`src/hdl/uart_rx_defines.svh`:
```
//----------------------------------------
// fixed build constants for the receive hub
// include wherever a rate, line count or
// FIFO size is needed
//----------------------------------------

`ifndef UART_RX_DEFINES_SVH
`define UART_RX_DEFINES_SVH

// system clock in Hz
`define UART_CLK_HZ 250000000

// serial line rate, 8N1 only
`define UART_BAUD 25000000

// half a bit period in clock cycles
`define UART_HALF_BIT ((`UART_CLK_HZ / `UART_BAUD) / 2)

// number of serial lines into the hub
`define UART_NUM_LINES 2

// shared FIFO size, depth must be a power of two
`define UART_FIFO_DEPTH 8
`define UART_FIFO_AW 3

`endif
```
`src/hdl/uart_rx_pkg.sv`:
```
//----------------------------------------
// shared vector types and FSM encodings
// for the receive hub, referenced by
// scoped name from every module
//----------------------------------------

`include "uart_rx_defines.svh"

package uart_rx_pkg;

  // payload and tagging
  typedef logic [7:0] rx_byte_t;
  typedef logic [0:0] line_id_t;
  typedef logic [`UART_NUM_LINES-1:0] line_mask_t;

  // FIFO entry, line number on top of the byte
  typedef logic [8:0] rx_entry_t;

  // mid-bit sample countdown
  typedef logic [15:0] baud_cnt_t;

  // ---------------------------------------
  // state encodings
  // ---------------------------------------
  typedef enum logic [1:0] {IDLE, DATA, STOP} rx_state_t;
  typedef enum logic [1:0] {EMPTY, REQ, WAIT_ACK_LOW} port_state_t;
  typedef enum logic [1:0] {SCAN, ACK, RELEASE} arb_state_t;

endpackage

```
`src/hdl/uart_rx_hub.sv`:
```
//----------------------------------------
// two-line serial receive hub top level
// receivers feed channel ports, arbiter
// merges them into one FIFO for the host
//----------------------------------------

`timescale 1ns/1ns

`include "uart_rx_defines.svh"

module uart_rx_hub (
  input  logic                    clk,
  input  logic                    nrst,
  input  uart_rx_pkg::line_mask_t rxd,
  input  logic                    rd_pop,
  output logic                    rd_valid,
  output uart_rx_pkg::rx_entry_t  rd_entry,
  output uart_rx_pkg::line_mask_t frame_err,
  output uart_rx_pkg::line_mask_t overrun
);

  uart_rx_pkg::rx_byte_t   rx_data [`UART_NUM_LINES];
  uart_rx_pkg::rx_byte_t   port_data [`UART_NUM_LINES];
  uart_rx_pkg::line_mask_t rx_done;
  uart_rx_pkg::line_mask_t rx_err;
  uart_rx_pkg::line_mask_t req;
  uart_rx_pkg::line_mask_t ack;
  uart_rx_pkg::rx_entry_t  push_entry;
  logic push;
  logic full;

  // ---------------------------------------
  // one receiver and port per line
  // ---------------------------------------
  for (genvar i = 0; i < `UART_NUM_LINES; i++) begin : g_line
    uart_rx u_rx (
      .clk(clk), .nrst(nrst), .rxd(rxd[i]), .rx_data(rx_data[i]),
      .rx_busy(), .rx_done(rx_done[i]), .rx_err(rx_err[i])
    );
    rx_channel_port u_port (
      .clk(clk), .nrst(nrst), .rx_data(rx_data[i]), .rx_done(rx_done[i]),
      .rx_err(rx_err[i]), .req(req[i]), .ack(ack[i]), .data(port_data[i]),
      .frame_err(frame_err[i]), .overrun(overrun[i])
    );
  end

  rx_arbiter u_arb (
    .clk(clk), .nrst(nrst), .req(req), .data0(port_data[0]), .data1(port_data[1]),
    .ack(ack), .full(full), .push(push), .push_entry(push_entry)
  );

  rx_fifo u_fifo (
    .clk(clk), .nrst(nrst), .push(push), .push_entry(push_entry), .full(full),
    .rd_pop(rd_pop), .rd_valid(rd_valid), .rd_entry(rd_entry)
  );

endmodule

```
`src/hdl/rx_fifo.sv`:
```
//----------------------------------------
// shared receive FIFO of tagged entries
// arbiter pushes, host pops, rd_valid
// means not empty
//----------------------------------------

`timescale 1ns/1ns

`include "uart_rx_defines.svh"

module rx_fifo (
  input  logic                   clk,
  input  logic                   nrst,
  input  logic                   push,
  input  uart_rx_pkg::rx_entry_t push_entry,
  output logic                   full,
  input  logic                   rd_pop,
  output logic                   rd_valid,
  output uart_rx_pkg::rx_entry_t rd_entry
);

  uart_rx_pkg::rx_entry_t mem [`UART_FIFO_DEPTH];

  // pointers carry one extra wrap bit
  logic [`UART_FIFO_AW:0] wr_ptr;
  logic [`UART_FIFO_AW:0] rd_ptr;
  logic do_push;
  logic do_pop;

  assign do_push = push && !full;
  // pop on an empty FIFO is ignored
  assign do_pop  = rd_pop && rd_valid;

  always_ff @(posedge clk) begin
    if (!nrst) begin
      wr_ptr <= '0;
      rd_ptr <= '0;
    end else begin
      if (do_push) wr_ptr <= wr_ptr + 1'b1;
      if (do_pop) rd_ptr <= rd_ptr + 1'b1;
    end
  end

  // storage array
  always_ff @(posedge clk) begin
    if (do_push) mem[wr_ptr[`UART_FIFO_AW-1:0]] <= push_entry;
  end

  // same address, wrap bits differ -> full
  assign full = (wr_ptr[`UART_FIFO_AW] != rd_ptr[`UART_FIFO_AW]) &&
                (wr_ptr[`UART_FIFO_AW-1:0] == rd_ptr[`UART_FIFO_AW-1:0]);
  assign rd_valid = (wr_ptr != rd_ptr);
  assign rd_entry = mem[rd_ptr[`UART_FIFO_AW-1:0]];

endmodule

```
`src/hdl/rx_arbiter.sv`:
```
//----------------------------------------
// round-robin arbiter between channel
// ports, grants one line at a time and
// pushes a tagged entry into the FIFO
//----------------------------------------

`timescale 1ns/1ns

`include "uart_rx_defines.svh"

module rx_arbiter (
  input  logic                    clk,
  input  logic                    nrst,
  input  uart_rx_pkg::line_mask_t req,
  input  uart_rx_pkg::rx_byte_t   data0,
  input  uart_rx_pkg::rx_byte_t   data1,
  output uart_rx_pkg::line_mask_t ack,
  input  logic                    full,
  output logic                    push,
  output uart_rx_pkg::rx_entry_t  push_entry
);

  uart_rx_pkg::arb_state_t state;
  uart_rx_pkg::line_id_t   ptr;
  uart_rx_pkg::line_id_t   gnt;
  uart_rx_pkg::line_id_t   pick;
  uart_rx_pkg::rx_byte_t   gnt_data;
  logic                    any_req;

  // first requester at or after the pointer
  always_comb begin
    uart_rx_pkg::line_id_t idx;
    pick    = ptr;
    any_req = 1'b0;
    for (int i = 0; i < `UART_NUM_LINES; i++) begin
      idx = uart_rx_pkg::line_id_t'(ptr + i);
      if (!any_req && req[idx]) begin
        pick    = idx;
        any_req = 1'b1;
      end
    end
  end

  always_ff @(posedge clk) begin
    if (!nrst) begin
      state <= uart_rx_pkg::SCAN;
      ptr   <= '0;
      gnt   <= '0;
    end else begin
      case (state)
        uart_rx_pkg::SCAN: begin
          if (any_req) begin
            gnt   <= pick;
            state <= uart_rx_pkg::ACK;
          end
        end
        // wait here while the FIFO is full
        uart_rx_pkg::ACK: begin
          if (!full) state <= uart_rx_pkg::RELEASE;
        end
        uart_rx_pkg::RELEASE: begin
          if (!req[gnt]) begin
            ptr   <= gnt + 1'b1;
            state <= uart_rx_pkg::SCAN;
          end
        end
        default: state <= uart_rx_pkg::SCAN;
      endcase
    end
  end

  assign gnt_data   = (gnt == uart_rx_pkg::line_id_t'(1)) ? data1 : data0;
  assign push       = (state == uart_rx_pkg::ACK) && !full;
  assign push_entry = {gnt, gnt_data};
  // ack rises with the push and holds until req drops
  assign ack = (push || (state == uart_rx_pkg::RELEASE)) ?
               (uart_rx_pkg::line_mask_t'(1) << gnt) : '0;

endmodule

```
`src/hdl/rx_channel_port.sv`:
```
//----------------------------------------
// one-byte holding register per line
// offers the byte to the arbiter over a
// four-phase req/ack and keeps sticky
// framing and overrun flags
//----------------------------------------

`timescale 1ns/1ns

module rx_channel_port (
  input  logic                  clk,
  input  logic                  nrst,
  input  uart_rx_pkg::rx_byte_t rx_data,
  input  logic                  rx_done,
  input  logic                  rx_err,
  output logic                  req,
  input  logic                  ack,
  output uart_rx_pkg::rx_byte_t data,
  output logic                  frame_err,
  output logic                  overrun
);

  uart_rx_pkg::port_state_t state;

  // handshake FSM
  always_ff @(posedge clk) begin
    if (!nrst) begin
      state <= uart_rx_pkg::EMPTY;
    end else begin
      case (state)
        uart_rx_pkg::EMPTY: begin
          if (rx_done) state <= uart_rx_pkg::REQ;
        end
        uart_rx_pkg::REQ: begin
          // arbiter took the byte, drop req next
          if (ack) state <= uart_rx_pkg::WAIT_ACK_LOW;
        end
        uart_rx_pkg::WAIT_ACK_LOW: begin
          if (!ack) state <= uart_rx_pkg::EMPTY;
        end
        default: state <= uart_rx_pkg::EMPTY;
      endcase
    end
  end

  // byte only loads into an empty port
  always_ff @(posedge clk) begin
    if ((state == uart_rx_pkg::EMPTY) && rx_done) data <= rx_data;
  end

  // sticky error flags, cleared by reset only
  always_ff @(posedge clk) begin
    if (!nrst) begin
      frame_err <= 1'b0;
      overrun   <= 1'b0;
    end else begin
      if (rx_err) frame_err <= 1'b1;
      // new byte while still holding one is lost
      if (rx_done && (state != uart_rx_pkg::EMPTY)) overrun <= 1'b1;
    end
  end

  assign req = (state == uart_rx_pkg::REQ);

endmodule

```
`src/hdl/uart_rx.sv`:
```
//----------------------------------------
// 8N1 receiver for one asynchronous line
// samples each bit at its middle, pulses
// rx_done on a good stop bit or rx_err on
// a low one, rx_data valid with rx_done
//----------------------------------------

`timescale 1ns/1ns

`include "uart_rx_defines.svh"

module uart_rx (
  input  logic                clk,
  input  logic                nrst,
  input  logic                rxd,
  output uart_rx_pkg::rx_byte_t rx_data,
  output logic                rx_busy,
  output logic                rx_done,
  output logic                rx_err
);

  uart_rx_pkg::rx_state_t state;
  uart_rx_pkg::baud_cnt_t cnt;
  logic [2:0] bit_cnt;

  // two-flop synchronizer plus one more for edge detect
  logic rxd_m;
  logic rxd_s;
  logic rxd_q;
  logic start;
  logic sample;

  // idle line is high, so all stages come out of reset high
  always_ff @(posedge clk) begin
    if (!nrst) begin
      rxd_m <= 1'b1;
      rxd_s <= 1'b1;
      rxd_q <= 1'b1;
    end else begin
      rxd_m <= rxd;
      rxd_s <= rxd_m;
      rxd_q <= rxd_s;
    end
  end

  // falling edge of the synchronized line
  assign start = rxd_q & ~rxd_s;
  // countdown expired, take a sample this cycle
  assign sample = (cnt == '0);

  // ---------------------------------------
  // frame FSM
  // ---------------------------------------
  always_ff @(posedge clk) begin
    if (!nrst) begin
      state   <= uart_rx_pkg::IDLE;
      cnt     <= '0;
      bit_cnt <= '0;
    end else begin
      case (state)
        uart_rx_pkg::IDLE: begin
          if (start) begin
            // 1.5 bits from start edge to middle of bit 0
            cnt     <= uart_rx_pkg::baud_cnt_t'(3 * `UART_HALF_BIT - 1);
            bit_cnt <= '0;
            state   <= uart_rx_pkg::DATA;
          end
        end
        uart_rx_pkg::DATA: begin
          if (sample) begin
            cnt     <= uart_rx_pkg::baud_cnt_t'(2 * `UART_HALF_BIT - 1);
            bit_cnt <= bit_cnt + 3'd1;
            if (bit_cnt == 3'd7) begin
              state <= uart_rx_pkg::STOP;
            end
          end else begin
            cnt <= cnt - 1'b1;
          end
        end
        uart_rx_pkg::STOP: begin
          // back to idle right at the stop sample
          if (sample) begin
            state <= uart_rx_pkg::IDLE;
          end else begin
            cnt <= cnt - 1'b1;
          end
        end
        default: state <= uart_rx_pkg::IDLE;
      endcase
    end
  end

  // data shift register, LSB arrives first
  always_ff @(posedge clk) begin
    if ((state == uart_rx_pkg::DATA) && sample) begin
      rx_data <= {rxd_s, rx_data[7:1]};
    end
  end

  assign rx_busy = (state != uart_rx_pkg::IDLE);
  // strobes come straight off the stop sample
  assign rx_done = (state == uart_rx_pkg::STOP) && sample && rxd_s;
  assign rx_err  = (state == uart_rx_pkg::STOP) && sample && !rxd_s;

endmodule

```
`config.mk`:
```
export PLATFORM = sky130hd
export DESIGN_NAME = uart_rx_hub
export DESIGN_NICKNAME = d
export VERILOG_FILES = /design/src/hdl/uart_rx_pkg.sv /design/src/hdl/uart_rx_hub.sv /design/src/hdl/rx_fifo.sv /design/src/hdl/rx_arbiter.sv /design/src/hdl/rx_channel_port.sv /design/src/hdl/uart_rx.sv
export VERILOG_INCLUDE_DIRS = /design/src /design/src/hdl
export SDC_FILE = /design/constraint.sdc
export NUM_CORES = 1
export LEC_CHECK = 0
export BUFFER_PORTS_ARGS = -buffer_cell sky130_fd_sc_hd__buf_4
export CAP_MARGIN = 20
export CORE_ASPECT_RATIO = 1.2
export CORE_MARGIN = 2
export CORE_UTILIZATION = 55
export DETAILED_ROUTE_END_ITERATION = 16
export PLACE_DENSITY = 0.82
export SLEW_MARGIN = 5
export SYNTH_ARGS = -nofsm -noshare
export SYNTH_HDL_FRONTEND = slang
export SYNTH_SLANG_ARGS = --single-unit
export TNS_END_PERCENT = 1
```
`constraint.sdc`:
```
create_clock -name clk -period 3.5 [get_ports clk]
set_input_delay 0.35 -clock clk [delete_from_list [all_inputs] [get_ports clk]]
set_output_delay 0.35 -clock clk [all_outputs]
set_load 0.05 [all_outputs]
```
Yosys cells after proc, flatten, opt, wreduce, memory -nomap -nowiden
Memory sizes are Yosys's and may differ from the RTL's. A register that Yosys moved wholly into a read port is not among the register bits.
Cells that the tools add are included.
{"block": "classes", "addsub": 8, "magnitude_cmp": 3, "n_eq_ne": 34, "shift": 1, "muxes": 51, "bitwise": 5, "n_reduce_logical": 46}
{"operator": "two-way mux 16 bit", "n": 6}
{"operator": "case mux 16 bit (3 select lines)", "n": 2}
{"operator": "two-way mux 2 bit", "n": 18}
{"operator": "zero test 16 bit", "n": 2}
{"operator": "subtractor 16 x 1 -> 16 bit, second input constant", "n": 2}
{"operator": "case mux 2 bit (3 select lines)", "n": 5}
{"operator": "!= test 2 x 1 -> 1 bit, second input constant", "n": 11}
{"operator": "AND reduction 3 bit", "n": 7}
{"operator": "two-way mux 3 bit", "n": 6}
{"operator": "logical AND 1 bit", "n": 17}
{"operator": "!= test 2 bit, second input constant", "n": 8}
{"operator": "case mux 3 bit (2 select lines)", "n": 2}
{"operator": "two-way mux 1 bit", "n": 11}
{"operator": "equality test 2 x 1 -> 1 bit, second input constant", "n": 5}
{"operator": "equality test 2 bit, second input constant", "n": 5}
{"operator": "zero test 2 bit", "n": 5}
{"operator": "adder 4 x 1 -> 4 bit, second input constant", "n": 2}
{"operator": "two-way mux 8 bit", "n": 1}
{"operator": "AND reduction 4 bit", "n": 2}
{"operator": "nonzero test 2 bit", "n": 4}
{"operator": "adder 3 x 1 -> 3 bit, second input constant", "n": 2}
{"operator": "equality test 3 bit, second input constant", "n": 2}
{"operator": "less-than comparator 1 x 2 -> 1 bit, second input constant", "n": 3}
{"operator": "nonzero test 3 bit", "n": 2}
{"operator": "10 further kinds", "n": 18}
{"block": "word_totals", "ff_bits": 100, "ramBits": 72, "inputBits": 5, "out_inout_bits": 14, "elab_cells": 176, "n_memories": 1}
{"name": "u_fifo.mem", "words": 8, "word_bits": 9, "read_ports": 1, "rd_ports_with_merged_regs": 1, "wr": 1, "line": "rx_fifo.sv:22", "source": "uart_rx_pkg::rx_entry_t mem [`UART_FIFO_DEPTH];"}

Depth between registers and ports, before layout
Gate-level depths: netlist (run 1).
{"block": "depth", "word_depth": 9, "depth_mapped": 9, "mapped_depth_nobuf": 7}

By module
From an unflattened synthesis (run 1), not the netlist that was laid out.
{"block": "unflattened", "cells_unflattened": 625, "area_unflattened_um2": 8041.5}
{"module": "rx_fifo", "n_inst": 1, "cells_each": 189, "area_per_inst_um2": 3572.2, "seq_area_each_um2": 2382.3}
{"module": "uart_rx (g_line[0].u_rx)", "n_inst": 1, "cells_each": 183, "area_per_inst_um2": 1711.6, "seq_area_each_um2": 720.7}
{"module": "uart_rx (g_line[1].u_rx)", "n_inst": 1, "cells_each": 170, "area_per_inst_um2": 1634.1, "seq_area_each_um2": 720.7}
{"module": "rx_channel_port", "n_inst": 2, "cells_each": 24, "area_per_inst_um2": 395.4, "seq_area_each_um2": 320.3}
{"module": "rx_arbiter", "n_inst": 1, "cells_each": 35, "area_per_inst_um2": 332.8, "seq_area_each_um2": 80.1}

Worst setup path before layout (run 1)
OpenSTA, ideal clock, no wires.
{"block": "synth_path", "kind": "reg-to-reg", "from": "register g_line[1].u_rx.cnt[0]", "to": "register g_line[1].u_port.data[0] (enable)", "setup_time_ns": 0.383, "t_arrival_ns": 2.338, "required_time_ns": 3.117, "path_slack_ns": 0.778, "path_stages_with_launch": 8, "path_buffers": 1, "synth_period_minus_slack_ns": 2.722, "path_cell_list": "dfxtp_1 > inv_1 > ha_1 > or3b_2 > nor4_4 > buf_4 > nand3_2 > nor3_1"}
{"block": "synth_via", "elab_chain_cells": 4}
{"item": "start, declared", "line": "uart_rx.sv:23", "source": "uart_rx_pkg::baud_cnt_t cnt;"}
{"item": "start signal, assigned", "line": "uart_rx.sv:64", "source": "cnt <= uart_rx_pkg::baud_cnt_t'(3 * `UART_HALF_BIT - 1);"}
{"item": "start signal, assigned", "line": "uart_rx.sv:71", "source": "cnt <= uart_rx_pkg::baud_cnt_t'(2 * `UART_HALF_BIT - 1);"}
{"item": "start signal, assigned", "line": "uart_rx.sv:77", "source": "cnt <= cnt - 1'b1;"}
{"item": "zero test 16 bit", "line": "uart_rx.sv:49", "source": "assign sample = (cnt == '0);"}
{"item": "logical AND 1 bit (2 in a row)", "line": "uart_rx.sv:102", "source": "assign rx_done = (state == uart_rx_pkg::STOP) && sample && rxd_s;"}
{"item": "logical AND 1 bit", "line": "rx_channel_port.sv:48", "source": "if ((state == uart_rx_pkg::EMPTY) && rx_done) data <= rx_data;"}
{"item": "end signal, assigned", "line": "rx_channel_port.sv:48"}
{"item": "end, declared", "line": "rx_channel_port.sv:18", "source": "output uart_rx_pkg::rx_byte_t data,"}
No other way between the ends.
A chain may end at the register's enable or synchronous reset.

Final worst setup path (run 1)
{"block": "layout_path", "from": "register g_line[1].u_rx.cnt[0]", "to": "register g_line[1].u_port.data[6] (enable)"}
Same word-level chain as after synthesis.

==> results of run 1 <==
final timing paths:
| path | start | to | slack, ps |
|---|---|---|---|
| hold reg to reg | g_line[0].u_rx.rxd_m$_SDFF_PN1_ | g_line[0].u_rx.rxd_s$_SDFF_PN1_ | 410 |
| setup / recovery | g_line[1].u_rx.cnt[0]$_SDFFE_PN0P_ | g_line[1].u_port.data[6]$_DFFE_PP_ | 850 |
| hold / removal | rxd[1] | g_line[1].u_rx.rxd_m$_SDFF_PN1_ | 120 |
| setup reg to reg | g_line[1].u_rx.cnt[0]$_SDFFE_PN0P_ | g_line[1].u_port.data[6]$_DFFE_PP_ | 850 |
layer usage:
metal	track usage [%]	vias up
met5	0	-
met1	26.0	2210
met3	4.96	11
met2	34.7	125
met4	5.49	0
li1	-	2183
state kept, by name, summed over array words and instances (netlist names), 2 cells and up, named ones only:
signal	cells
u_arb.state	2
g_line.u_port.overrun	2
g_line.u_rx.rxd_s	2
g_line.u_rx.cnt	32
g_line.u_port.data	16
g_line.u_port.frame_err	2
g_line.u_rx.rxd_q	2
u_fifo.rd_ptr	4
g_line.u_rx.state	4
g_line.u_port.state	4
g_line.u_rx.rxd_m	2
g_line.u_rx.rx_data	16
u_fifo.wr_ptr	4
g_line.u_rx.bit_cnt	6
u_fifo.mem	72
power by group:
part / leakage [nW] / internal, mW / total (mW) / switching [mW]
Combinational: 1.12 / 0.566 / 1.50 / 0.930
Sequential: 1.51 / 2.36 / 2.52 / 0.159
Clock: 0.296 / 1.13 / 1.93 / 0.797
area by class of cell:
class                      instances  share of cell area (%)
inverter                          17                   0.763
timing repair buffer              30                    2.69
multi-input combinational        347                    32.4
clock inverter                    15                    2.23
sequential                       175                    54.4
clock buffer                      17                    5.09
tap                              168                    2.51
worst max-delay path, cell delays in order, from the launching register on:
cell and delay [ps]:
dfxtp_1 370, inv_1 90, ha_1 160, or3b_2 520, nor4_4 650, nand3_2 180, nor3_1 180, buf_4 200
per-stage QoR:
step / hold WS, ps / area (um2)
global placement: 395 / 7750
detailed placement: 398 / 7750
global route: 120 / 8360
finish: 120 / 8360
CTS: 113 / 8360
floorplan: 386 / 7440
kinds of logic (layout without fill, tap and decap cells):
| kind of cell | count (synthesis) | count (layout) | share of synthesized area (%) |
|---|---|---|---|
| compound gates | 96 | 96 | 8.96 |
| simple gates | 164 | 164 | 12.3 |
| buf+inv | 43 | 79 | 2.57 |
| fa+ha+maj | 16 | 16 | 2.69 |
| mux | 42 | 42 | 9.01 |
| flops | 175 | 175 | 61.1 |
| xor+xnor | 29 | 29 | 3.41 |
cell usage in the layout, fill, tap and decap left out, types with 4 or more instances in the layout:
cell type / count
nand2b_1: 12
o21ai_0: 14
a21oi_1: 24
buf_4: 30
nor2b_1: 5
inv_1: 16
o21a_1: 6
a22o_1: 4
edfxtp_1: 104
clkinv_4: 5
or3_1: 10
xor2_1: 19
xnor2_1: 10
clkbuf_16: 17
nand3_1: 6
nor2_2: 9
nor3_1: 15
a31oi_1: 8
mux2_2: 20
or4_1: 9
and4_1: 4
nand2_1: 21
o211ai_1: 6
mux2i_1: 4
nand4_1: 7
dfxtp_1: 71
ha_1: 16
mux4_2: 18
nor2_1: 43
==> impl_metrics.toml, run 1 <==
[die]
die_area_um2 = 14500
num_rows = 46
start_util_pct = 56.2
fp.dieH_um = 131
die_width_um = 110
ios = 19
core-area_um2 = 13200

[global_route]
grt_max_degree = 25
grtUsageTotal_pct = 20.5
grt_overflow = 0
grt_antenna_before_repair = 0
grt_pass1_vias = 4620
grt_pass1_wl_um = 22800

[routing]
wl_met2_um = 7300
topRoutingLayerUsed = "met4"
wl_met3_um = 529
ant_nets = 0
wl_um = 13700
via_per_inst = 5.89
first_iter_violations = 241
drc = 0
wire_per_inst_um = 17.8
num_vias = 4529
firstDrtPassIters = 5
wl_met1_um = 5740

[sta]
worst_slew_pin_slew_ps = 984
hold_viol_final = 0
fmax_mhz = 377
skew_ps = 7.75
post-route-period-util_pct = 75.8
setup_violations = 0
rsz0062_at_grt = "false"
finalSetupTns_ps = 0
setup_slack_ps = 848
slew_viol_final = 0
slew_headroom_pct = 33.5
period_minus_slack_ps = 2650

[power]
leakagePower_nw = 2.93
ir_worst_vdd_uv = 525
total_power_mw = 5.95
power_density_nw_per_um2 = 711

[critical_path]
critPathArrivalTime_ps = 2780
reg2reg_depth = 7
cp.required_ps = 3620
worst-setup-path-type = "reg2reg"
cp_max_fo = 11
end_kind = "register"
critPathLaunchType = "register"

[place]
port_buffers = 18
post-place-ws_ps = 908
gp_congestion = 0.907
dp_cells = 737
dpl.hpwl_um = 9230

[clocking]
clockRootBuffer = "clkbuf_16"
h-tree-depth = 4
cts_hold_buf = 0
cts_max_path_buffers = 2
tritoncts = "done"
postCtsSetupRepairBufs = 0
clk_latency_ps = 420
cts_resized = 0
clock-sinks = 175
cts_buffers = 17
path_clk_slew_ps = 70

[flow_run]
drv_cap = 0

[yosys]
synth_cells = 565
synth-edff-count = 104
yosys-top-cells-count = "edfxtp_1 (104), dfxtp_1 (71), nor2_1 (43), a21oi_1 (24), nand2_1 (21)"
synth.top_cells.by_area = "edfxtp_1 (42%), dfxtp_1 (19%), mux4_2 (5.4%), mux2_2 (3.0%), ha_1 (2.7%)"
synth_top_area_share_pct = 42.0
synthDistinctLibCells = 65
syn-num-nets = 586
netlist_area_um2 = 7440
yosys_warnings = 0
yosysSeqAreaShare_pct = 61.1
synthArstFlopShare_pct = 0
ys.flop_type = "edfxtp_1"
synth.avg_cell_area_um2 = 13.2
yosys_register_bits = 175
yosys.cell_count.top_type = "edfxtp_1"
yosys.area.top_type = "edfxtp_1"

[cells_and_area]
area_growth_pct = 12.4
nNetsFinal = 609
multi_input_area_um2 = 2710
nFillCells = 990
drive_above_1_share_pct = 20.6
num_antenna_cells = 0
final_util_pct = 63.2
regArea_um2 = 4540
finalNonFillerCells = 769

[run_status]
status = "finished, final reports clean"

[hold_path]
hold_class = "in2reg"
min_path_cells = 2
Power figures use the tool's default switching activity.
==> run 2: changes to the inputs <==
Clock period 3.5 ns to 2.5 ns, I/O delays scaled along.
==> run 2 against run 1 <==
Net effect:
- critical path depth decreased by 3
- worst hold slack improved by 7.8 ps
- design area increased by 1.5%
- utilization increased by 0.95 points
- sequential share of layout area decreased by 0.81 points
- die area unchanged
- first-iteration DRC count increased by 28%
==> impl_metrics.toml, run 2 (synthesized netlist as in run 1, its figures left out) <==
[run_status]
status = "finished, final reports clean"

[place]
dpl.hpwl_um = 8940
gp_congestion = 0.878
post-place-ws_ps = 91.7
port_buffers = 18

[power]
leakagePower_nw = 3.00
ir_worst_vdd_uv = 784
power_density_nw_per_um2 = 1000

[critical_path]
worstPathCellList = "buf_4 -> mux4_2 -> mux2_2 -> buf_4"
cpMostUsedCell = "buf_4"
reg2reg_from = "g_line[1].u_rx.cnt[1]$_SDFFE_PN0P_"
cp_max_fo = 18
worst-setup-path-type = "reg2out"
reg2reg_depth = 7
cp-endpoint = "rd_entry[6]"
critPathLaunchType = "register"
reg2reg_slack_ps = 170
slowest_delay_ps = 570
r2r_end = "g_line[1].u_rx.cnt[11]$_SDFFE_PN0P_"
cp.required_ps = 2250
slowest_stage = "mux4_2"
critPathArrivalTime_ps = 2110
end_kind = "output port"

[sta]
fmax_mhz = 423
slew_viol_final = 0
setup_slack_ps = 138
post-route-period-util_pct = 94.5
rsz0062_at_grt = "false"
finalSetupTns_ps = 0
fin_hold_ws_ps = 128
period_minus_slack_ps = 2360
hold_viol_final = 0
skew_ps = 12.8
slew_headroom_pct = 41.1
worst_slew_pin_slew_ps = 882
setup_violations = 0

[clocking]
path_clk_slew_ps = 70
cts_max_path_buffers = 2
tritoncts = "done"
clk_latency_ps = 420
postCtsSetupRepairBufs = 0
cts_buffers = 17
clock-sinks = 175
clockRootBuffer = "clkbuf_16"
h-tree-depth = 4

[die]
fp.dieH_um = 131
core-area_um2 = 13200
die_area_um2 = 14500
num_rows = 46
start_util_pct = 56.2
die_width_um = 110
ios = 19

[global_route]
grt_max_degree = 25
grt_overflow = 0
grt_pass1_wl_um = 22600
grtUsageTotal_pct = 20.3
grt_pass1_vias = 4587
grt_antenna_before_repair = 0

[routing]
wl_met3_um = 447
firstDrtPassIters = 4
num_vias = 4552
ant_nets = 0
drc = 0
topRoutingLayerUsed = "met4"
wl_met1_um = 5860
wire_per_inst_um = 17.5
first_iter_violations = 309
wl_um = 13600
wl_met2_um = 7200
via_per_inst = 5.84

[cells_and_area]
num_antenna_cells = 0
mostFrequentLayoutCells = "edfxtp_1 (104), dfxtp_1 (71), nor2_1 (43)"
drive_above_1_share_pct = 21.8
area_growth_pct = 14.1
nNetsFinal = 619
nFillCells = 1018
final_common_cell = "edfxtp_1"
largest_reg_flops = 72

[flow_run]
drv_cap = 0

[hold_path]
hold_class = "in2reg"
==> run 2: final cells by class <==
class	instances	area [um2]	share of cell area, %
flip-flops and latches	175	4540	53.5
multi-input cells	347	2720	32.0
clock buffers	17	425	5.01
repair buffers	40	305	3.60
clock inverters	15	220	2.59
well taps	168	210	2.48
inverters	17	63.8	0.752
==> run 2: worst min path at each step <==
stage / slack [ps] / endpoint / depth (start not counted) / from
floorplan: 350 / g_line[0].u_rx.rxd_m$_SDFF_PN1_ / 1 / rxd[0]
global placement: 400 / g_line[0].u_rx.rxd_s$_SDFF_PN1_ / 1 / g_line[0].u_rx.rxd_m$_SDFF_PN1_
detailed placement: 400 / g_line[1].u_rx.rxd_s$_SDFF_PN1_ / 1 / g_line[1].u_rx.rxd_m$_SDFF_PN1_
CTS: 110 / g_line[0].u_rx.rxd_q$_SDFF_PN1_ / 2 / nrst
global route: 120 / g_line[0].u_rx.rxd_q$_SDFF_PN1_ / 2 / nrst
finish: 130 / g_line[0].u_rx.rxd_q$_SDFF_PN1_ / 2 / nrst
==> run 2: what timing repair did <==
item | in CTS | in global routing
hold endpoints to repair | 2 | 0
setup endpoints to repair | 0 | 7
gates resized for setup | 0 | 1
hold buffers | 2 | 0
==> run 2: worst max-delay path, delay by kind of cell, from the launching register on <==
kind,cells,cell delay [ps]
flip-flops,1,310
multiplexers,2,860
buffers and inverters,2,520
==> run 2: routing by layer <==
metal,track usage [%],vias up
met2,34.8,92
met1,24.9,2245
met3,5.06,10
met5,0,-
li1,-,2205
met4,6.39,0
==> run 2: per-stage QoR <==
step           cell area, um2  util, %  total power, mW  cells
6_report                 8490     64.1             8.50    779
5_1_grt                  8490     64.1             8.94    779
4_1_cts                  8480     64.1             8.53    779
3_5_place_dp             7810     59.0             5.66    745
3_3_place_gp             7810     59.0             5.60    745
2_1_floorplan            7450        -             5.22    565
==> run 2: report_power, final <==
| part | internal (mW) | switching, mW | total [mW] | leakage, nW |
|---|---|---|---|---|
| clock | 1.71 | 1.14 | 2.85 | 0.314 |
| sequential | 3.30 | 0.212 | 3.51 | 1.51 |
| combinational | 0.848 | 1.28 | 2.13 | 1.18 |
| total | 5.86 | 2.64 | 8.50 | 3.00 |
